<file path="src/common/soc_pkg.sv">
package soc_pkg;

	// ====================
	// Bus widths
	// ====================

	localparam int DATA_W = 32;
	localparam int ADDR_W = 32;

	// ====================
	// Address map
	// ====================

	// Top nibble of the system address
	localparam logic [3:0] REGION_RAM = 4'h2;
	localparam logic [3:0] REGION_BRIDGE = 4'h5;

	// Device field behind the bridge
	localparam logic [3:0] DEVICE_TIMER = 4'h5;
	localparam logic [3:0] DEVICE_SYSREG = 4'h9;

	// Registers sit one word apart
	localparam int REG_INDEX_LSB = 2;

	// Same address word seen from the system bus and from the far bus
	typedef union packed {
		struct packed {
			logic [3:0] region;
			logic [ADDR_W-5:0] offset;
		} main;
		struct packed {
			logic [3:0] region;
			logic [3:0] device;
			logic [ADDR_W-9:0] reg_offset;
		} far;
	} bus_addr_u;

	// Timer register indices
	localparam logic [3:0] TIMER_REG_COUNT = 4'd0;
	localparam logic [3:0] TIMER_REG_COMPARE = 4'd1;
	localparam logic [3:0] TIMER_REG_CONTROL = 4'd2;

	// System register indices
	localparam logic [3:0] SYSREG_REG_ID = 4'd0;
	localparam logic [3:0] SYSREG_REG_RAM_SIZE = 4'd1;
	localparam logic [3:0] SYSREG_REG_LEDS = 4'd2;

endpackage

</file>
<file path="src/design/bus_arbiter.sv">
`timescale 1ns/1ns

module bus_arbiter(
	input logic clock,
	input logic i_reset,

	// Port A is the instruction side and only reads
	input logic i_pa_request,
	input logic [soc_pkg::ADDR_W-1:0] i_pa_address,
	output logic [soc_pkg::DATA_W-1:0] o_pa_rdata,
	output logic o_pa_ready,

	// Port B is the data side
	input logic i_pb_request,
	input logic i_pb_rw,
	input logic [soc_pkg::ADDR_W-1:0] i_pb_address,
	input logic [soc_pkg::DATA_W-1:0] i_pb_wdata,
	output logic [soc_pkg::DATA_W-1:0] o_pb_rdata,
	output logic o_pb_ready,

	// System bus
	output logic o_bus_request,
	output logic o_bus_rw,
	output logic [soc_pkg::ADDR_W-1:0] o_bus_address,
	output logic [soc_pkg::DATA_W-1:0] o_bus_wdata,
	input logic [soc_pkg::DATA_W-1:0] i_bus_rdata,
	input logic i_bus_ready
);

	localparam logic [1:0] GRANT_IDLE = 2'd0;
	localparam logic [1:0] GRANT_A = 2'd1;
	localparam logic [1:0] GRANT_B = 2'd2;

	logic [1:0] grant;

	// ====================
	// Grant register
	// ====================

	always_ff @(posedge clock) begin
		if (i_reset) begin
			grant <= GRANT_IDLE;
		end else begin
			case (grant)
				GRANT_IDLE: begin
					// Data port wins a tie
					if (i_pb_request)
						grant <= GRANT_B;
					else if (i_pa_request)
						grant <= GRANT_A;
				end
				default: begin
					// Back to idle on the ready edge
					if (i_bus_ready)
						grant <= GRANT_IDLE;
				end
			endcase
		end
	end

	// ====================
	// Routing
	// ====================

	always_comb begin
		o_bus_request = (grant == GRANT_A && i_pa_request) ||
			(grant == GRANT_B && i_pb_request);
		o_bus_rw = (grant == GRANT_B) ? i_pb_rw : 1'b0;
		o_bus_address = (grant == GRANT_B) ? i_pb_address : i_pa_address;
		o_bus_wdata = (grant == GRANT_B) ? i_pb_wdata : '0;

		// Response goes only to the port that holds the grant
		o_pa_ready = (grant == GRANT_A) && i_bus_ready;
		o_pb_ready = (grant == GRANT_B) && i_bus_ready;
		o_pa_rdata = (grant == GRANT_A) ? i_bus_rdata : '0;
		o_pb_rdata = (grant == GRANT_B) ? i_bus_rdata : '0;
	end

endmodule

</file>
<file path="config.mk">
export PLATFORM = sky130hd
export DESIGN_NAME = bus_arbiter
export DESIGN_NICKNAME = d
export VERILOG_FILES = /design/src/common/soc_pkg.sv /design/src/design/bus_arbiter.sv
export SDC_FILE = /design/constraint.sdc
export NUM_CORES = 1
export LEC_CHECK = 0
export ABC_AREA = 1
export BUFFER_PORTS_ARGS = -buffer_cell sky130_fd_sc_hd__buf_4
export CAP_MARGIN = 40
export CORE_AREA = 4 4 101 103
export DETAILED_ROUTE_END_ITERATION = 16
export DIE_AREA = 0 0 105 107
export GPL_TIMING_DRIVEN = 0
export PLACE_DENSITY = 0.59
export SLEW_MARGIN = 20
export SYNTH_ARGS = -nofsm -noshare
export SYNTH_HDL_FRONTEND = slang
export SYNTH_SLANG_ARGS = --single-unit
</file>
<file path="constraint.sdc">
create_clock -name clock -period 1.4 [get_ports clock]
set_input_delay 0.35 -clock clock [delete_from_list [all_inputs] [get_ports clock]]
set_output_delay 0.35 -clock clock [all_outputs]
set_load 0.01 [all_outputs]
</file>
* Yosys cells after proc, flatten, opt, wreduce, memory -nomap -nowiden
Index checks and enable logic that the tools add are counted.
** Word-level totals
- Input port bits :: 134
- Output and inout port bits :: 132
- Register bits after elaboration :: 2
** Cells by class
- Multiplexer cells :: 9
- Equal/unequal tests :: 3
- Reduce and logical (&&, ||, !) cells :: 8
** Operators by type and width (number)
- $mux 32 :: 4
- $mux 2 :: 4
- $logic_and 1x1->1 :: 4
- $ne 3x3->1 const B :: 1
- $eq 2x1->1 const B :: 1
- $eq 2x2->1 const B :: 1
- $logic_not 2->1 :: 1
- $reduce_and 2->1 :: 1
- $reduce_bool 2->1 :: 1
- $logic_or 1x1->1 :: 1
- $mux 1 :: 1

* Longest topological paths before layout
Gate-level depths: netlist of run 1.
- Depth after elaboration :: 3
- Gate-level depth with buffers :: 6
- Mapped depth without buffers :: 5

* Worst setup path before layout of run 1
OpenSTA, ideal clock, no wires.
- Path kind :: register to output
- From :: reg grant[1]
- To :: out o_pb_rdata[10] (netlist name)
- Buffers on the path :: 2
- Arrival :: 1045 ps
- Path slack :: 5 ps
- Stages on the path, launching flop included :: 7
- Required time :: 1050 ps
- Cell sequence :: dfxtp_1 -> inv_2 -> nor2_4 -> inv_2 -> buf_6 -> buf_6 -> nor2_1
** Between the ends
- Cells in the longest elaborated chain, start to end :: 2
** Ends and longest elaborated chain
- start, declared :: RTL line bus_arbiter.sv:34 : logic [1:0] grant;
- start signal, assigned :: RTL line bus_arbiter.sv:42 : grant <= GRANT_IDLE;
- start signal, assigned :: RTL line bus_arbiter.sv:48 : grant <= GRANT_B;
- start signal, assigned :: RTL line bus_arbiter.sv:50 : grant <= GRANT_A;
- $eq 2x2->1 :: RTL line bus_arbiter.sv:76 : o_pb_rdata = (grant == GRANT_B) ? i_bus_rdata : '0;
- $mux 32 :: RTL line bus_arbiter.sv:76
- end, declared :: RTL line bus_arbiter.sv:18 : output logic [soc_pkg::DATA_W-1:0] o_pb_rdata,
No other way between the ends.

* Worst setup path after layout of run 1
- From :: reg grant[1]
- To :: out o_pb_rdata[8] (netlist name)
The elaborated chain is that of the path after synthesis.

==> impl_metrics.py, run 1 <==
metrics = {
    "run_status": {
        "status": "complete, but fails checks",
        "violations": "negative setup slack",
    },
    "finish": {
        "largest_register_ffs": 2,
        "layout_area_overhead_pct": 215,
        "final_nets": 713,
        "final_layout_size_suffix_gt1_share_pct": 56.3,
        "antenna_cells_inserted": 0,
        "max_flop_register": "grant",
        "layout_top_registers": "grant: 2 flops",
        "fin_cells": 688,
    },
    "timing": {
        "holdWs_ns": 0.302,
        "max_slew_margin_pct": 87.1,
        "final_hold_viol_count": 0,
        "worst-slew-pin-transition_ns": 0.194,
        "achievable-frequency_ghz": 0.599,
        "fin_skew_ns": 0.00288,
        "fin_ws_ns": -0.270,
        "final.period_utilization_pct": 119,
        "slew_viol_final": 0,
        "setup_viol": 132,
        "rsz0062_at_grt": "true",
        "period_minus_slack_ns": 1.67,
    },
    "route": {
        "final_antenna_net_count": 0,
        "detailedRoute.firstPassIterationCount": 4,
        "via_count": 2632,
        "totalWireLength_mm": 8.38,
        "drt_iter0_drc": 121,
        "route.detailed.wl_per_inst_um": 12.2,
        "routed_via_density": 3.83,
        "detail_route.drc_violations": 0,
    },
    "floorplan": {
        "starting_density_pct": 13.1,
        "die_area_um2": 11200,
        "core_area_um2": 9200,
        "rows": 35,
        "design.portCount": 266,
        "die_w_um": 105,
        "fp.dieH_um": 107,
    },
    "pwr": {
        "p_comb_share_pct": 82.7,
        "switching_share_pct": 40.1,
        "power_report.internal_total_mw": 1.02,
        "power.share.sequential_pct": 4.3,
        "power.leakage_nw": 2.44,
        "clockPowerShare_pct": 13.0,
        "vdd.ir_drop.worst_mv": 0.356,
        "p_switching_mw": 0.679,
        "power_density_nw_per_um2": 448,
    },
    "synth": {
        "number_of_nets_produced_by_synthesis": 432,
        "netlist_instances": 298,
        "synth-seq-cells": 2,
        "ys_types": 11,
        "synth-seq-area-share_pct": 3.33,
        "synth-warning-count": 0,
        "synthesis.area_um2": 1200,
        "syn-mean-instance-area_um2": 4.03,
    },
    "global_routing": {
        "pin_count_of_the_biggest_net_entering_global_routing": 11,
        "globalRoute.totalOverflow": 0,
        "first_global_vias": 2518,
        "antenna_violations_before_repair": 0,
        "grt_pass1_wl_mm": 11.9,
        "grt_usage_pct": 12.9,
    },
    "worst_setup_path": {
        "worstPathMaxFanout": 10,
        "timing.critical_path.slowest_cell_delay_ns": 0.34,
        "crit_path_cell_trace": "inv_4 -> nor2_4 -> inv_4 -> buf_8 -> buf_6 -> nor2_1 -> buf_4",
        "crit_required_ns": 1.05,
        "cp_slowest_cell": "sky130_fd_sc_hd__dfxtp_2",
        "crit_path_frequent_cell": "sky130_fd_sc_hd__inv_4",
        "start_kind": "flip-flop",
        "worst_setup_path_end_kind": "primary output",
        "timing.critical_path.arrival_ns": 1.32,
        "criticalPathCategory": "flip-flop to primary output",
    },
    "placement": {
        "io_buffer_count": 265,
        "dp_cells": 674,
        "globalplace.congestion": 0.822,
        "post-dp-hpwl_mm": 7.02,
        "worst_slack_placed_ns": -0.357,
    },
    "cts": {
        "cts_tree": "yes",
        "number_of_buffers_inserted_during_clock_tree_synthesis": 3,
        "cts.sinks": 2,
        "clockBufferDepth": 2,
        "cts_hold_buffers": 0,
        "clock_latency_ns": 0.21,
        "htreeDepth": 1,
        "clk_transition_reported_paths_ns": 0.03,
        "clockRootBuffer": "sky130_fd_sc_hd__clkbuf_8",
    },
    "worst_hold_path": {
        "timing.hold.worst.class": "primary input to flip-flop",
    },
    "flow_run": {
        "max-cap-violations": 0,
    },
}
[worst max-delay path, delay by kind of cell, from the launching register on]
family | cells | cell delay [ns]
simple gates | 2 | 0.25
flops | 1 | 0.34
buf+inv | 5 | 0.52
[final timing paths]
check             startpoint             to  slack, ns  cells past startpoint
setup / recovery    grant[1]  o_pb_rdata[8]      -0.27                      7
hold / removal       i_reset       grant[1]       0.30                      2
setup reg to reg    grant[1]       grant[0]       0.35                      8
hold reg to reg     grant[0]       grant[0]       0.60                      4
[through the flow]
step                      cell area (um^2)  setup TNS [ns]  utilization [%]  power [mW]
final                                 3780          -26.63             41.1        1.69
after detailed placement              3330          -28.85             36.2        1.31
after global routing                  3780          -36.50             41.1        1.83
after CTS                             3510          -27.37             38.2        1.62
after global placement                3330          -23.55             36.2        1.30
after floorplan                       1200               0                -       0.549
[cell type report]
cell class,count,area [um^2]
fillers,949,5420
flip-flops and latches,2,45.0
inverters,70,268
multi-input cells,210,941
repair buffers,276,2190
clock buffers,3,41.3
plain buffers,16,155
well taps,111,139
[power by group through the flow]
stage	Clock, mW	Combinational, mW	Sequential [mW]
floorplan	0	0.480	0.0692
global placement	0	1.23	0.0702
detailed placement	0	1.24	0.0707
CTS	0.228	1.32	0.0733
global route	0.237	1.52	0.0737
finish	0.220	1.40	0.0731
[cell usage in the layout (no fill, tap or decap), drive strengths merged]
cell    Yosys  final
nor2      102    102
clkbuf      0      5
bufbuf      0      1
nand2     105    105
buf        16    289
o21ai       1      1
nand3       1      1
dfxtp       2      2
a21oi       1      1
inv        70     70
[kinds of logic after synthesis]
group                  count (synthesis)  synth area share, %
and+or+nand+nor                      208                 65.7
buffers and inverters                 86                 30.1
DFF                                    2                 3.33
AOI/OAI and AO/OA                      2                0.833
[synthesized netlist by cell type]
master,n,area (um^2)
sky130_fd_sc_hd__nand2_1,105,394
sky130_fd_sc_hd__nor2_1,101,379
sky130_fd_sc_hd__inv_1,68,255
sky130_fd_sc_hd__buf_2,13,65.1
sky130_fd_sc_hd__buf_6,3,33.8
sky130_fd_sc_hd__dfxtp_1,2,40.0
sky130_fd_sc_hd__inv_2,2,7.51
sky130_fd_sc_hd__a21oi_1,1,5.00
sky130_fd_sc_hd__nand3_1,1,5.00
sky130_fd_sc_hd__nor2_4,1,11.3
sky130_fd_sc_hd__o21ai_0,1,5.00
[layer usage]
| layer | up-vias | track usage, % | wire, um |
|---|---|---|---|
| li1 | 1371 | - | - |
| met3 | 12 | 3.61 | 749 |
| met1 | 1099 | 13.6 | 3010 |
| met4 | 0 | 3.84 | 170 |
| met5 | - | 0 | 0 |
| met2 | 150 | 24.6 | 4450 |
[what timing repair did]
action,in CTS,in global routing
gates cloned,1,3
endpoints found under the setup margin,132,132
setup buffers,3,4
gates resized for setup,26,53
pin swaps,1,0
(Power assumes the default switching activity.)
==> inputs of run 2 (changes only) <==
--- a/config.mk
+++ b/config.mk
@@ -13,6 +13,7 @@
 export DIE_AREA = 0 0 105 107
 export GPL_TIMING_DRIVEN = 0
 export PLACE_DENSITY = 0.59
+export SKIP_CTS_REPAIR_TIMING = 1
 export SLEW_MARGIN = 20
 export SYNTH_ARGS = -nofsm -noshare
 export SYNTH_HDL_FRONTEND = slang
==> run 2 against run 1 <==
Effect of this change:
- the run still ends with negative setup slack left
- clock power about the same
- first-iteration DRC count decreased by 18%
- worst hold slack about the same
- setup slack got worse by 0.054 ns
- largest power group unchanged
==> impl_metrics.py, run 2 (same netlist as run 1, synthesis figures left out) <==
metrics = {
    "finish": {
        "layout.cells.most_common_list": "sky130_fd_sc_hd__buf_4 (271), sky130_fd_sc_hd__nand2_1 (102), sky130_fd_sc_hd__inv_1 (68), sky130_fd_sc_hd__nor2_1 (59), sky130_fd_sc_hd__nor2_2 (37)",
        "antenna_cells_inserted": 0,
        "fin_area_um2": 3760,
        "layout_top_registers": "grant: 2 flops",
        "largest_register_ffs": 2,
        "mostFrequentLayoutCell": "sky130_fd_sc_hd__buf_4",
        "final_nets": 714,
        "final_layout_size_suffix_gt1_share_pct": 59.9,
        "layout_area_overhead_pct": 213,
        "max_flop_register": "grant",
    },
    "global_routing": {
        "antenna_violations_before_repair": 0,
        "grt_usage_pct": 12.7,
        "first_global_vias": 2483,
        "globalRoute.totalOverflow": 0,
        "pin_count_of_the_biggest_net_entering_global_routing": 11,
        "grt_pass1_wl_mm": 11.7,
    },
    "floorplan": {
        "core_area_um2": 9200,
        "rows": 35,
        "die_area_um2": 11200,
        "die_w_um": 105,
        "fp.dieH_um": 107,
        "starting_density_pct": 13.1,
        "design.portCount": 266,
    },
    "timing": {
        "achievable-frequency_ghz": 0.580,
        "setup_viol": 131,
        "period_minus_slack_ns": 1.72,
        "worst-slew-pin-transition_ns": 0.196,
        "rsz0062_at_grt": "true",
        "final.period_utilization_pct": 123,
        "fin_skew_ns": 0.00288,
        "slew_viol_final": 0,
        "fin_ws_ns": -0.324,
        "final_hold_viol_count": 0,
        "setup_tns_ns": -30.45,
        "max_slew_margin_pct": 86.9,
    },
    "worst_setup_path": {
        "criticalPathCategory": "flip-flop to primary output",
        "crit_required_ns": 1.05,
        "cp_slowest_cell": "sky130_fd_sc_hd__dfxtp_2",
        "timing.critical_path.arrival_ns": 1.37,
        "crit_path_cell_trace": "inv_4 -> nor2_4 -> clkinv_4 -> buf_8 -> buf_8 -> nor2_2 -> buf_4",
        "worstPathMaxFanout": 10,
        "timing.critical_path.slowest_cell_delay_ns": 0.34,
        "crit_path_frequent_cell": "sky130_fd_sc_hd__buf_8",
        "start_kind": "flip-flop",
        "worst_setup_path_end_kind": "primary output",
    },
    "route": {
        "detail_route.drc_violations": 0,
        "routed_via_density": 3.84,
        "totalWireLength_mm": 8.36,
        "via_count": 2643,
        "drt_iter0_drc": 99,
        "detailedRoute.firstPassIterationCount": 4,
        "route.detailed.wl_per_inst_um": 12.1,
        "final_antenna_net_count": 0,
    },
    "cts": {
        "cts_tree": "yes",
        "clockBufferDepth": 2,
        "clock_latency_ns": 0.21,
        "clockRootBuffer": "sky130_fd_sc_hd__clkbuf_8",
        "cts.sinks": 2,
        "number_of_buffers_inserted_during_clock_tree_synthesis": 3,
        "clk_transition_reported_paths_ns": 0.03,
        "htreeDepth": 1,
    },
    "placement": {
        "post-dp-hpwl_mm": 7.02,
        "io_buffer_count": 265,
        "dpl-instance-area_um2": 3330,
        "globalplace.congestion": 0.822,
    },
    "flow_run": {
        "max-cap-violations": 0,
    },
    "worst_hold_path": {
        "timing.hold.worst.class": "primary input to flip-flop",
    },
    "pwr": {
        "power_density_nw_per_um2": 451,
        "vdd.ir_drop.worst_mv": 0.361,
        "power.leakage_nw": 2.43,
    },
    "run_status": {
        "violations": "negative setup slack",
        "status": "complete, but fails checks",
    },
}
-- run 2: critical path, delay by kind of cell (launching register included) --
kind | cells | cell delay [ns]
flip-flops | 1 | 0.34
buffers and inverters | 5 | 0.57
AND/OR/NAND/NOR | 2 | 0.26
-- run 2: final cells by class --
type / instances / area, um^2
Timing Repair inverter: 1 / 6.26
Timing Repair Buffer: 276 / 2150
Buffer: 16 / 164
Tap cell: 111 / 139
Fill cell: 976 / 5430
Clock buffer: 3 / 41.3
Multi-Input combinational cell: 210 / 951
Inverter: 70 / 270
Sequential cell: 2 / 45.0
-- run 2: worst paths after layout --
| kind | from | end | slack [ns] | depth (start not counted) |
|---|---|---|---|---|
| worst max-delay path | grant[1] | o_pb_rdata[10] | -0.32 | 7 |
| worst min-delay path | i_reset | grant[1] | 0.30 | 2 |
| worst max register to register | grant[1] | grant[0] | 0.57 | 4 |
| worst min register to register | grant[0] | grant[0] | 0.60 | 4 |
-- run 2: per-layer routing --
layer | share of wire (%) | vias up | wire length (um) | GRT usage (%)
li1 | - | 1375 | - | -
met1 | 36 | 1101 | 3020 | 13.7
met2 | 53 | 155 | 4410 | 24.1
met3 | 9.2 | 12 | 765 | 3.55
met4 | 1.9 | 0 | 159 | 3.66
met5 | 0 | - | 0 | 0
-- run 2: through the flow --
step	util (%)	power, mW	setup WS (ns)	cells	hold slack (ns)
floorplan	-	0.549	0.00493	298	0.419
global placement	36.2	1.30	-0.311	674	0.492
detailed placement	36.2	1.31	-0.357	674	0.511
CTS	36.7	1.54	-0.588	677	0.306
global route	40.9	1.84	-0.399	689	0.303
finish	40.9	1.70	-0.324	689	0.302
-- run 2: power by group --
group	switching (mW)	internal (mW)
clock	0.0393	0.181
sequential	0.00987	0.0632
combinational	0.638	0.767
total	0.688	1.01
