**src/common/soc_pkg.sv**
```systemverilog
package soc_pkg;

	// ====================
	// Bus widths
	// ====================

	localparam int DATA_W = 32;
	localparam int ADDR_W = 32;

	// ====================
	// Address map
	// ====================

	// Top nibble of the system address
	localparam logic [3:0] REGION_RAM = 4'h2;
	localparam logic [3:0] REGION_BRIDGE = 4'h5;

	// Device field behind the bridge
	localparam logic [3:0] DEVICE_TIMER = 4'h5;
	localparam logic [3:0] DEVICE_SYSREG = 4'h9;

	// Registers sit one word apart
	localparam int REG_INDEX_LSB = 2;

	// Same address word seen from the system bus and from the far bus
	typedef union packed {
		struct packed {
			logic [3:0] region;
			logic [ADDR_W-5:0] offset;
		} main;
		struct packed {
			logic [3:0] region;
			logic [3:0] device;
			logic [ADDR_W-9:0] reg_offset;
		} far;
	} bus_addr_u;

	// Timer register indices
	localparam logic [3:0] TIMER_REG_COUNT = 4'd0;
	localparam logic [3:0] TIMER_REG_COMPARE = 4'd1;
	localparam logic [3:0] TIMER_REG_CONTROL = 4'd2;

	// System register indices
	localparam logic [3:0] SYSREG_REG_ID = 4'd0;
	localparam logic [3:0] SYSREG_REG_RAM_SIZE = 4'd1;
	localparam logic [3:0] SYSREG_REG_LEDS = 4'd2;

endpackage

```
**src/bridge/periph_bridge.sv**
```systemverilog
`timescale 1ns/1ns

module periph_bridge #(
	parameter int FREQUENCY = 100_000_000,
	parameter int RAM_ADDR_BITS = 10,
	parameter int DEVICE_ID = 6
)(
	input logic clock,
	input logic i_reset,
	input logic i_request,
	input logic i_rw,
	input soc_pkg::bus_addr_u i_address,
	input logic [soc_pkg::DATA_W-1:0] i_wdata,
	output logic [soc_pkg::DATA_W-1:0] o_rdata,
	output logic o_ready,
	output logic o_timer_interrupt,
	output logic [7:0] o_leds
);
	import soc_pkg::*;

	logic far_request;
	logic far_rw;
	bus_addr_u far_address;
	logic [DATA_W-1:0] far_wdata;
	logic [3:0] far_reg_index;
	logic [DATA_W-1:0] far_rdata;
	logic far_ready;

	logic timer_select;
	logic sysreg_select;
	logic unmapped_ready;
	logic [DATA_W-1:0] timer_rdata;
	logic timer_ready;
	logic [DATA_W-1:0] sysreg_rdata;
	logic sysreg_ready;

	// ====================
	// Near side
	// ====================

	always_ff @(posedge clock) begin
		if (i_reset) begin
			far_request <= 1'b0;
			o_ready <= 1'b0;
		end else begin
			if (far_request) begin
				if (far_ready)
					far_request <= 1'b0;
			end else if (i_request && !o_ready) begin
				far_request <= 1'b1;
			end
			o_ready <= far_request && far_ready;
		end
	end

	// Far fields and the returned word
	always_ff @(posedge clock) begin
		if (!far_request && i_request) begin
			far_rw <= i_rw;
			far_address <= i_address;
			far_wdata <= i_wdata;
		end
		if (far_request && far_ready)
			o_rdata <= far_rdata;
	end

	// ====================
	// Far side
	// ====================

	assign far_reg_index = far_address.far.reg_offset[REG_INDEX_LSB+3:REG_INDEX_LSB];
	assign timer_select = far_address.far.device == DEVICE_TIMER;
	assign sysreg_select = far_address.far.device == DEVICE_SYSREG;

	// No device at this slot
	always_ff @(posedge clock) begin
		if (i_reset)
			unmapped_ready <= 1'b0;
		else
			unmapped_ready <= far_request && !timer_select && !sysreg_select &&
				!unmapped_ready;
	end

	timer #(
		.FREQUENCY(FREQUENCY)
	) timer_inst(
		.clock(clock),
		.i_reset(i_reset),
		.i_request(far_request && timer_select),
		.i_rw(far_rw),
		.i_reg_index(far_reg_index),
		.i_wdata(far_wdata),
		.o_rdata(timer_rdata),
		.o_ready(timer_ready),
		.o_interrupt(o_timer_interrupt)
	);

	system_registers #(
		.RAM_ADDR_BITS(RAM_ADDR_BITS),
		.DEVICE_ID(DEVICE_ID)
	) sysreg_inst(
		.clock(clock),
		.i_reset(i_reset),
		.i_request(far_request && sysreg_select),
		.i_rw(far_rw),
		.i_reg_index(far_reg_index),
		.i_wdata(far_wdata),
		.o_rdata(sysreg_rdata),
		.o_ready(sysreg_ready),
		.o_leds(o_leds)
	);

	assign far_rdata =
		timer_select ? timer_rdata :
		sysreg_select ? sysreg_rdata :
		'0;

	assign far_ready =
		timer_select ? timer_ready :
		sysreg_select ? sysreg_ready :
		unmapped_ready;

endmodule

```
**src/bridge/system_registers.sv**
```systemverilog
`timescale 1ns/1ns

module system_registers #(
	parameter int RAM_ADDR_BITS = 10,
	parameter int DEVICE_ID = 6
)(
	input logic clock,
	input logic i_reset,
	input logic i_request,
	input logic i_rw,
	input logic [3:0] i_reg_index,
	input logic [soc_pkg::DATA_W-1:0] i_wdata,
	output logic [soc_pkg::DATA_W-1:0] o_rdata,
	output logic o_ready,
	output logic [7:0] o_leds
);
	import soc_pkg::*;

	// Scratch RAM size in bytes
	localparam logic [31:0] RAM_SIZE_BYTES = 32'(4 * (2 ** RAM_ADDR_BITS));

	// LED register and the ready pulse
	always_ff @(posedge clock) begin
		if (i_reset) begin
			o_leds <= 8'd0;
			o_ready <= 1'b0;
		end else begin
			if (i_request && i_rw && !o_ready && i_reg_index == SYSREG_REG_LEDS)
				o_leds <= i_wdata[7:0];
			o_ready <= i_request && !o_ready;
		end
	end

	// Read mux
	always_ff @(posedge clock) begin
		if (i_request) begin
			case (i_reg_index)
				SYSREG_REG_ID: o_rdata <= DATA_W'(DEVICE_ID);
				SYSREG_REG_RAM_SIZE: o_rdata <= RAM_SIZE_BYTES;
				SYSREG_REG_LEDS: o_rdata <= {24'd0, o_leds};
				default: o_rdata <= '0;
			endcase
		end
	end

endmodule

```
**src/bridge/timer.sv**
```systemverilog
`timescale 1ns/1ns

module timer #(
	parameter int FREQUENCY = 100_000_000
)(
	input logic clock,
	input logic i_reset,
	input logic i_request,
	input logic i_rw,
	input logic [3:0] i_reg_index,
	input logic [soc_pkg::DATA_W-1:0] i_wdata,
	output logic [soc_pkg::DATA_W-1:0] o_rdata,
	output logic o_ready,
	output logic o_interrupt
);
	import soc_pkg::*;

	// Clock cycles per microsecond
	localparam int TICK_CYCLES = FREQUENCY / 1_000_000;

	logic [31:0] prescale;
	logic [31:0] count;
	logic [31:0] compare;
	logic enable;

	// ====================
	// Microsecond count
	// ====================

	always_ff @(posedge clock) begin
		if (i_reset) begin
			prescale <= '0;
			count <= '0;
		end else if (prescale == 32'(TICK_CYCLES - 1)) begin
			prescale <= '0;
			count <= count + 32'd1;
		end else begin
			prescale <= prescale + 32'd1;
		end
	end

	// ====================
	// Register access
	// ====================

	always_ff @(posedge clock) begin
		if (i_reset) begin
			compare <= '1;
			enable <= 1'b0;
			o_ready <= 1'b0;
		end else begin
			// Count itself is read only
			if (i_request && i_rw && !o_ready) begin
				if (i_reg_index == TIMER_REG_COMPARE)
					compare <= i_wdata;
				else if (i_reg_index == TIMER_REG_CONTROL)
					enable <= i_wdata[0];
			end
			o_ready <= i_request && !o_ready;
		end
	end

	always_ff @(posedge clock) begin
		if (i_request) begin
			case (i_reg_index)
				TIMER_REG_COUNT: o_rdata <= count;
				TIMER_REG_COMPARE: o_rdata <= compare;
				TIMER_REG_CONTROL: o_rdata <= {31'd0, enable};
				default: o_rdata <= '0;
			endcase
		end
	end

	// Level interrupt until compare moves past count
	assign o_interrupt = enable && (count >= compare);

endmodule

```
**config.mk**
```make
export PLATFORM = sky130hd
export DESIGN_NAME = periph_bridge
export DESIGN_NICKNAME = d
export VERILOG_FILES = /design/src/common/soc_pkg.sv /design/src/bridge/periph_bridge.sv /design/src/bridge/system_registers.sv /design/src/bridge/timer.sv
export SDC_FILE = /design/constraint.sdc
export NUM_CORES = 1
export LEC_CHECK = 0
export BUFFER_PORTS_ARGS = -buffer_cell sky130_fd_sc_hd__buf_2
export CORE_MARGIN = 10
export CORE_UTILIZATION = 40
export CTS_CLUSTER_SIZE = 40
export DETAILED_ROUTE_END_ITERATION = 10
export GPL_TIMING_DRIVEN = 0
export PLACE_DENSITY = 0.56
export SYNTH_ARGS = -nofsm -noshare
export SYNTH_HDL_FRONTEND = slang
export SYNTH_SLANG_ARGS = --single-unit
```
**constraint.sdc**
```tcl
create_clock -name clock -period 11.1 [get_ports clock]
set_input_delay 1.11 -clock clock [delete_from_list [all_inputs] [get_ports clock]]
set_output_delay 1.11 -clock clock [all_outputs]
set_load 0.01 [all_outputs]
```
=== Yosys cells after proc, flatten, opt, wreduce, memory -nomap -nowiden ===
Index checks and enable logic that the tools add are counted.

* Word-level logic and storage cells: 61
* Input bits: 68
* Output and inout bits: 42
* Flip-flop bits (word level): 267

* Reductions and logical operators: 27
* Eq/ne operators: 5
* Add/sub/neg operators: 2
* Bitwise operators: 1
* Mux-type cells: 9
* $lt $le $gt $ge: 1

{| class="wikitable"
|+ Operator list
! cell !! count
|-
| 32-bit case mux with 3 select lines || 1
|-
| 32-bit by 1-bit adder with 32-bit output, second input constant || 2
|-
| 32-bit two-way mux || 2
|-
| 13-bit case mux with 3 select lines || 1
|-
| 32-bit by 7-bit equality test with 1-bit output, second input constant || 1
|-
| 32-bit greater-or-equal comparator || 1
|-
| 1-bit logical AND || 16
|-
| 1-bit logical NOT || 7
|-
| 1-bit two-way mux || 5
|-
| 4-bit by 1-bit equality test with 1-bit output, second input constant || 1
|-
| 4-bit by 2-bit equality test with 1-bit output, second input constant || 1
|-
| 4-bit by 3-bit equality test with 1-bit output, second input constant || 1
|-
| 4-bit equality test, second input constant || 1
|-
| 4-bit logical NOT || 1
|-
| 3-bit AND reduction || 1
|-
| 2-bit AND reduction || 1
|-
| 2-bit OR reduction || 1
|-
| 1-bit NOT || 1
|}

=== Logic depth before layout (Yosys ltp) ===
Gate-level depths: netlist of run 1.

* Word-level depth: 5
* Mapped depth: 8

=== Modules after synthesis ===
A second synthesis of run 1 with hierarchy kept.

* Cells, all modules: 879
* Area total of the unflattened synthesis: 9998.3 um^2

{| class="wikitable"
|+ By module, submodules not included
! module !! times used !! cells an instance !! area each (um^2) !! sequential area each (um^2)
|-
| timer || 1 || 663 || 6293.5 || 2922.8
|-
| periph_bridge || 1 || 133 || 2762.6 || 2252.2
|-
| system_registers || 1 || 83 || 942.2 || 450.4
|}

=== Worst setup path after synthesis of run 1 ===
OpenSTA, ideal clock, no wires.

* Path type: register to register
* Start point: register far_address[25] in the netlist's numbering
* End point: register o_rdata[0] in the netlist's numbering (enable)
* Data arrival time: 3468 ps
* Slack: 7169 ps
* Clock period less this slack: 3931 ps
* Cell stages (with the launch flop): 5
* Library setup time: 464 ps
* Path through: edfxtp_1 > nor4bb_1 > clkbuf_1 > nor3_1 > nor3_1

* Longest elaborated chain between the ends: 4
* Elaborated cells on any way between the ends: 5
* Those cells by class: 2 x eq/ne; 2 x mux; 1 x reduce/logical

{| class="wikitable"
|+ Ends and longest elaborated chain
! element !! RTL line !! source
|-
| from (decl) || periph_bridge.sv:23 || <nowiki>bus_addr_u far_address;</nowiki>
|-
| from (signal assigned) || periph_bridge.sv:60 || <nowiki>far_address <= i_address;</nowiki>
|-
| 4-bit equality test || periph_bridge.sv:73 || <nowiki>assign sysreg_select = far_address.far.device == DEVICE_SYSREG;</nowiki>
|-
| 1-bit two-way mux || periph_bridge.sv:120 || <nowiki>sysreg_select ? sysreg_ready :</nowiki>
|-
| 1-bit two-way mux * || periph_bridge.sv:119 || <nowiki>timer_select ? timer_ready :</nowiki>
|-
| 1-bit logical AND * || periph_bridge.sv:63 || <nowiki>if (far_request && far_ready)</nowiki>
|-
| to (signal assigned) || periph_bridge.sv:64 || <nowiki>o_rdata <= far_rdata;</nowiki>
|-
| to (decl) || periph_bridge.sv:14 || <nowiki>output logic [soc_pkg::DATA_W-1:0] o_rdata,</nowiki>
|}

Every way passes the cells marked *; elsewhere a longest branch is shown, timed or not.
A chain may end at the register's enable or synchronous reset.

=== Final worst setup path of run 1 ===
* Start point: register timer_inst.count[0]
* End point: output port o_timer_interrupt

* Longest elaborated chain between the ends: 2

{| class="wikitable"
|+ Ends and longest elaborated chain
! element !! RTL line !! source
|-
| from (decl) || timer.sv:22 || <nowiki>logic [31:0] count;</nowiki>
|-
| from (signal assigned) || timer.sv:36 || <nowiki>count <= count + 32'd1;</nowiki>
|-
| 32-bit greater-or-equal comparator || timer.sv:75 || <nowiki>assign o_interrupt = enable && (count >= compare);</nowiki>
|-
| 1-bit logical AND || timer.sv:75 ||
|-
| to (decl) || periph_bridge.sv:16 || <nowiki>output logic o_timer_interrupt,</nowiki>
|}

No other way between the ends.

==> metrics.yaml, run 1 <==
status: "finished, final reports clean"
die_w_um: 174
required_ns: 9.99
port_buffers: 84
core-area_mm2: 0.0235
slew_headroom_pct: 35.9
cts_resized: 0
final_nets: 1050
drc: 0
routed_wl_um: 22100
synth_fa_ha_area_share_pct: 4.46
fin_area_mm2: 0.0113
drive_gt1_share_pct: 15.8
diodes: 0
cp-end-kind: "output port"
maxCapViolCount: 0
critPathTopFamily: "compound AO/OA/AOI/OAI gates"
ys_seq_area_share_pct: 59.0
synth_seq_cells: 224
dp_hpwl_um: 15400
cts_buffer_depth: 3
synth_top_family_by_area: "simple AND/OR/NAND/NOR gates"
vias_per_cell: 5.10
ys_async_sr_fraction_pct: 0
grt_max_degree: 33
cp_slowest_stage_delay_ns: 0.46
synth_compound_area_share_pct: 11.0
criticalPathCategory: "flip-flop to output port"
grt_pass1_vias: 6606
layout_setup_ws_ns: 7.03
cts-root-buf: "clkbuf_16"
hold_violations: 0
setup_viol: 0
synthXorXnorAreaFrac_pct: 3.58
clock_sinks: 224
min_from: "timer_inst.prescale[0]"
grt_pass1_wl_um: 35600
post-place-ws_ns: 7.46
yosys.area_share.simple_pct: 17.4
synthesis.nets: 934
max-vdd-ir-drop_v: 0.0000879
clk_pin_slew_ns: 0.06
ff2ff_setup_slack_ns: 7.93
gr-total-overflow: 0
cpMaxStageDelayCell: "dfxtp_1"
timing.rr.end: "o_rdata[15]"
dr.pass1.iters: 4
yosys_most_used_dff: "edfxtp_1"
area_growth_pct: 18.3
synth_edf_count: 114
antenna_found_initial: 1
slew_violations: 0
gp_congestion: 0.800
post-cts-setup-buffers: 0
fmax_mhz: 246
cts_tree: "built"
startpoint_type: "flip-flop"
cts_made_buffers: 26
tns_ns: 0
worstSkewPairLatency_ns: 0.52
synth.mux.area_fraction_pct: 1.05
htreeDepth: 1
vias: 6564
arrival_ns: 2.96
top_level_ports: 110
synthCells: 832
min_path_type: "flip-flop to flip-flop"
ys_types: 52
p_per_area_mw_per_mm2: 159
rows: 56
path_cells: "inv_1, ha_1, nand2b_1, a2111o_1, a311o_1, a211oi_1, o21ai_0, buf_2"
rr_startpoint: "far_address[25]"
routedWlPerCell_um: 17.2
path_buf_inv: 2
dieArea_mm2: 0.0304
cp_max_fo: 5
syn_area_per_cell_um2: 11.5
whs_path_depth: 1
ctsHoldBuffers: 0
min_to: "timer_inst.prescale[0]"
period_needed_ns: 4.07
finalCritPeriodShare_pct: 36.7
die_h_um: 174
ys_warn_count: 0
reg2reg_depth: 6
rsz0062_at_grt: "false"
whs_ns: 0.468
drtAntennaViolNets: 0
dpl-instance-area_mm2: 0.0104
skew_ns: 0.00712
p_leak_nw: 4.42
tightest_slew_ns: 0.957
start_util_pct: 40.6
grt_use_total_pct: 14.3
drtIter0Drc: 382
syn_area_mm2: 0.00953
Yosys cell counts, types with 2 or more instances:
master	count	share of area [%]
a21o_1	3	0.24
a21oi_1	35	1.8
a22o_1	40	3.7
and2_1	25	1.6
and3_1	13	0.85
and4_1	9	0.83
buf_2	5	0.26
buf_6	2	0.24
clkbuf_1	28	1.1
dfxtp_1	110	23
edfxtp_1	114	36
ha_1	34	4.5
inv_1	47	1.9
mux2i_1	10	1.0
nand2_1	67	2.6
nand2b_1	2	0.13
nand3_1	31	1.6
nand4_1	21	1.4
nand4_4	2	0.45
nor2_1	63	2.5
nor2b_1	2	0.13
nor3_1	14	0.73
nor4_1	8	0.52
nor4_4	5	1.1
nor4bb_1	2	0.21
o211ai_1	32	2.5
o21ai_0	11	0.58
o31ai_1	16	1.3
or3_1	5	0.33
or4_1	17	1.3
xnor2_1	17	1.6
xor2_1	22	2.0
placed cells by master, fill, tap and decap left out, types with 24 or more instances in the layout:
| master | count |
|---|---|
| inv_1 | 47 |
| clkbuf_16 | 27 |
| dfxtp_1 | 110 |
| a21oi_1 | 35 |
| edfxtp_1 | 114 |
| and2_1 | 24 |
| buf_2 | 90 |
| clkbuf_1 | 34 |
| o211ai_1 | 32 |
| a22o_1 | 40 |
| ha_1 | 34 |
| nor2_1 | 63 |
| nand3_1 | 31 |
| nand2_1 | 67 |
per-stage QoR:
stage / instances / power, mW / util (%)
global route: 1287 / 1.85 / 48.1
floorplan: 832 / 0.933 / -
global placement: 1235 / 0.958 / 44.1
CTS: 1286 / 1.81 / 48.0
detailed placement: 1238 / 0.960 / 44.4
finish: 1287 / 1.79 / 48.1
report_power, final:
part | total, mW | switching (mW) | internal [mW]
clock | 0.849 | 0.332 | 0.517
combinational | 0.0487 | 0.0316 | 0.0171
sequential | 0.892 | 0.00713 | 0.885
metal layers:
| layer | GRT usage (%) | vias to the layer above | wire length (um) |
|---|---|---|---|
| met1 | 19.0 | 3090 | 10300 |
| met5 | 0 | - | 0 |
| met3 | 2.99 | 27 | 1390 |
| met2 | 23.0 | 138 | 10200 |
| met4 | 3.88 | 0 | 320 |
| li1 | - | 3309 | - |
cells by family after synthesis:
group | Yosys count
AOI/OAI and AO/OA | 147
muxes | 10
DFF | 224
and+or+nand+nor | 294
adders and majority gates | 34
xor gates and xnor gates | 39
buffers and inverters | 84
worst register-to-register path: stages, from the launching register on:
cell and delay, ns:
edfxtp_1 0.38, nor4bb_1 0.54, clkbuf_1 0.50, nor3_1 0.17, nor3_2 0.82, buf_6 0.27, buf_6 0.19
cell type report:
type / instances / area [um^2]
clock buffer: 37 / 753
timing repair buffer: 88 / 468
inverter: 48 / 180
buffer: 36 / 156
fill: 2134 / 12200
tap: 319 / 399
multi-input combinational: 524 / 3590
sequential: 224 / 5630
clock inverter: 11 / 106
state kept, by name, indices dropped and copies added (netlist names):
register and cells:
far_wdata 32, o_rdata 32, timer_inst.compare 32, timer_inst.count 32, timer_inst.o_rdata 32, timer_inst.prescale 32
sysreg_inst.o_rdata 9, far_address 8, sysreg_inst.o_leds 8, far_request 1, far_rw 1, o_ready 1
sysreg_inst.o_ready 1, timer_inst.enable 1, timer_inst.o_ready 1, unmapped_ready 1
worst max-delay path by stage:
stage                                   start                 to  slack [ns]  cells past startpoint
after global routing      timer_inst.count[0]  o_timer_interrupt        6.86                      8
final                     timer_inst.count[0]  o_timer_interrupt        7.03                      8
after global placement        far_address[25]        o_rdata[17]        5.53                      4
after floorplan               far_address[25]         o_rdata[0]        7.17                      4
after CTS                 timer_inst.count[0]  o_timer_interrupt        6.91                      8
after detailed placement  timer_inst.count[0]  o_timer_interrupt        7.46                      8
Note: power is estimated with default switching activity, not from simulation.
==> run 2, diff against run 1 <==
--- a/config.mk
+++ b/config.mk
@@ -11,7 +11,7 @@
 export CTS_CLUSTER_SIZE = 40
 export DETAILED_ROUTE_END_ITERATION = 10
 export GPL_TIMING_DRIVEN = 0
-export PLACE_DENSITY = 0.56
+export PLACE_DENSITY = 0.58
 export SYNTH_ARGS = -nofsm -noshare
 export SYNTH_HDL_FRONTEND = slang
 export SYNTH_SLANG_ARGS = --single-unit
==> constraint.sdc (replaced) <==
create_clock -name clock -period 3.28 [get_ports clock]
set_input_delay 0.328 -clock clock [delete_from_list [all_inputs] [get_ports clock]]
set_output_delay 0.328 -clock clock [all_outputs]
set_load 0.01 [all_outputs]
==> run 2 against run 1 <==
Compared with the run above: clock power grew to 3.3 times the previous value; critical path depth unchanged; sequential cell count is the same; worst hold slack lost 0.44 ns; clock-buffer cell count shrank 8; die area stayed put; combinational power grew to 4.2 times the previous value; via count up 3.4%; clock skew up 0.018 ns; core utilization rose by 1.5 points; cell count up 2.7%; highest routed layer unchanged.
==> metrics.yaml, run 2 (same netlist as run 1, synthesis figures left out) <==
status: "finished, final reports clean"
rr_startpoint: "far_address[25]"
cp_slowest_stage_delay_ns: 0.41  # -0.05 ns
cts-root-buf: "clkbuf_16"
whs_path_depth: 1  # unchanged
routed_wl_um: 22300  # +0.80%
criticalPathCategory: "flip-flop to output port"
cp_max_fo: 5  # unchanged
vias_per_cell: 5.13  # +0.67%
layout_setup_ws_ns: 0.0958  # -6.93 ns
htreeDepth: 1  # unchanged
grt_max_degree: 33  # unchanged
cts_tree: "built"
required_ns: 2.95  # -7.04 ns
final_nets: 1086  # +3.4%
slew_violations: 0  # unchanged
dp_hpwl_um: 15600  # +0.77%
hold_violations: 0  # unchanged
cpMaxStageDelayCell: "a2111o_1"
p_per_area_mw_per_mm2: 515  # +220%
die_w_um: 174  # unchanged
setup_viol: 0  # unchanged
maxCapViolCount: 0  # unchanged
vias: 6788  # +3.4%
min_from: "i_wdata[12]"
antenna_found_initial: 0  # -1
cp-end-kind: "output port"
drtIter0Drc: 281  # -26%
grt_pass1_wl_um: 36700  # +2.9%
startpoint_type: "flip-flop"
clk_pin_slew_ns: 0.05  # about the same
gr-total-overflow: 0  # unchanged
dieArea_mm2: 0.0304  # unchanged
finalCritPeriodShare_pct: 97.1
fillers: 2129  # -0.23%
dr.pass1.iters: 5  # +1
fmax_mhz: 314
timing.rr.end: "o_rdata[17]"
arrival_ns: 2.86  # -0.10 ns
start_util_pct: 40.6  # unchanged
diodes: 0  # unchanged
gp_congestion: 0.778  # -2.8%
rsz0062_at_grt: "false"
max-vdd-ir-drop_v: 0.000341  # +290%
die_h_um: 174  # unchanged
drtAntennaViolNets: 0  # unchanged
post-place-ws_ns: 0.317  # -7.14 ns
grt_pass1_vias: 6927  # +4.9%
reg2reg_depth: 5  # -1
tns_ns: 0  # unchanged
layout_commonest_cell: "edfxtp_1"
area_growth_pct: 22.1
dp_cells: 1237  # -0.081%
path_buf_inv: 2  # unchanged
grt_use_total_pct: 14.5  # +0.22 points
drive_gt1_share_pct: 15.1  # -0.75 points
slew_headroom_pct: 37.7  # +1.8 points
rows: 56  # unchanged
core-area_mm2: 0.0235  # unchanged
routedWlPerCell_um: 16.9  # -1.9%
top_level_ports: 110  # unchanged
cts_made_buffers: 25  # -3.8%
min_to: "far_wdata[12]"
critPathTopFamily: "compound AO/OA/AOI/OAI gates"
drc: 0  # unchanged
most-common-layout-cells: "edfxtp_1, dfxtp_1, buf_2, nand2_1, nor2_1"
port_buffers: 84  # unchanged
ff2ff_setup_slack_ns: 0.43  # -7.50 ns
clock_sinks: 224  # unchanged
cts_buffer_depth: 3  # unchanged
p_leak_nw: 4.55  # +3.1%
path_cells: "inv_1, ha_1, nand2b_1, a2111o_1, a311o_1, a211oi_2, o21ai_0, buf_2"
period_needed_ns: 3.18
fin_cells: 1322  # +2.7%
worstSkewPairLatency_ns: 0.53  # about the same
skew_ns: 0.0251  # +0.0179 ns
min_path_type: "input port to flip-flop"
tightest_slew_ns: 0.933  # -0.0240 ns
[run 2: changes by cell type in the layout (fill, tap and decap cells not counted), moves of 2 or more]
cell | before | now
clkinv_1 | 3 | 8
buf_6 | 4 | 2
clkbuf_8 | 4 | 2
clkbuf_16 | 27 | 25
clkbuf_1 | 34 | 30
dlygate4sd3_1 | 0 | 38
[run 2: how the worst max path moves through the flow]
stage                              startpoint  depth (start not counted)  slack [ns]                end
after floorplan               far_address[25]                          4        0.33         o_rdata[0]
after global placement        far_address[25]                          4       -0.79        o_rdata[14]
after detailed placement  timer_inst.count[0]                          8        0.32  o_timer_interrupt
after CTS                 timer_inst.count[0]                          8        0.07  o_timer_interrupt
after global routing      timer_inst.count[0]                          8        0.03  o_timer_interrupt
final                     timer_inst.count[0]                          8         0.1  o_timer_interrupt
[run 2: what timing repair did]
action / CTS / global route
hold buffers: 38 / 0
gates resized for setup: 2 / 0
endpoints found under the hold margin: 38 / 0
endpoints found under the setup margin: 1 / 0
buffers inserted: 0 / 0
[run 2: routing by layer]
metal | track usage, % | wire, um
met2 | 24.1 | 10600
met5 | 0 | 0
met1 | 18.8 | 10100
met3 | 2.84 | 1130
met4 | 4.10 | 521
[run 2: cell type report]
class	instances	area [um^2]	area share, %
Sequential cell	224	5630	48.3
Multi-Input combinational cell	524	3600	31.0
Timing Repair Buffer	125	853	7.33
Clock buffer	29	661	5.68
Tap cell	319	399	3.43
Inverter	48	180	1.55
Clock inverter	17	159	1.37
Buffer	36	156	1.34
[run 2: worst reg2reg max path: stages (launching register included)]
cell,delay [ns]
edfxtp_1,0.39
nor4bb_1,0.49
clkbuf_1,0.48
nor3_1,0.20
nor3_4,0.72
buf_16,0.24
[run 2: power breakdown]
group	internal (mW)	total (mW)	switching (mW)
clock network	1.67	2.77	1.10
logic	0.0887	0.203	0.114
registers	3.00	3.02	0.0249
total	4.76	5.99	1.24
[run 2: metrics by stage]
step	area (um^2)	hold WS [ns]	utilization [%]	total power [mW]
final	11600	0.0263	49.6	5.99
after global routing	11600	0.00672	49.6	6.20
after CTS	11600	0.00416	49.6	6.08
after detailed placement	10400	0.454	44.4	3.25
after global placement	10400	0.447	44.1	3.24
after floorplan	9540	0.427	-	3.16
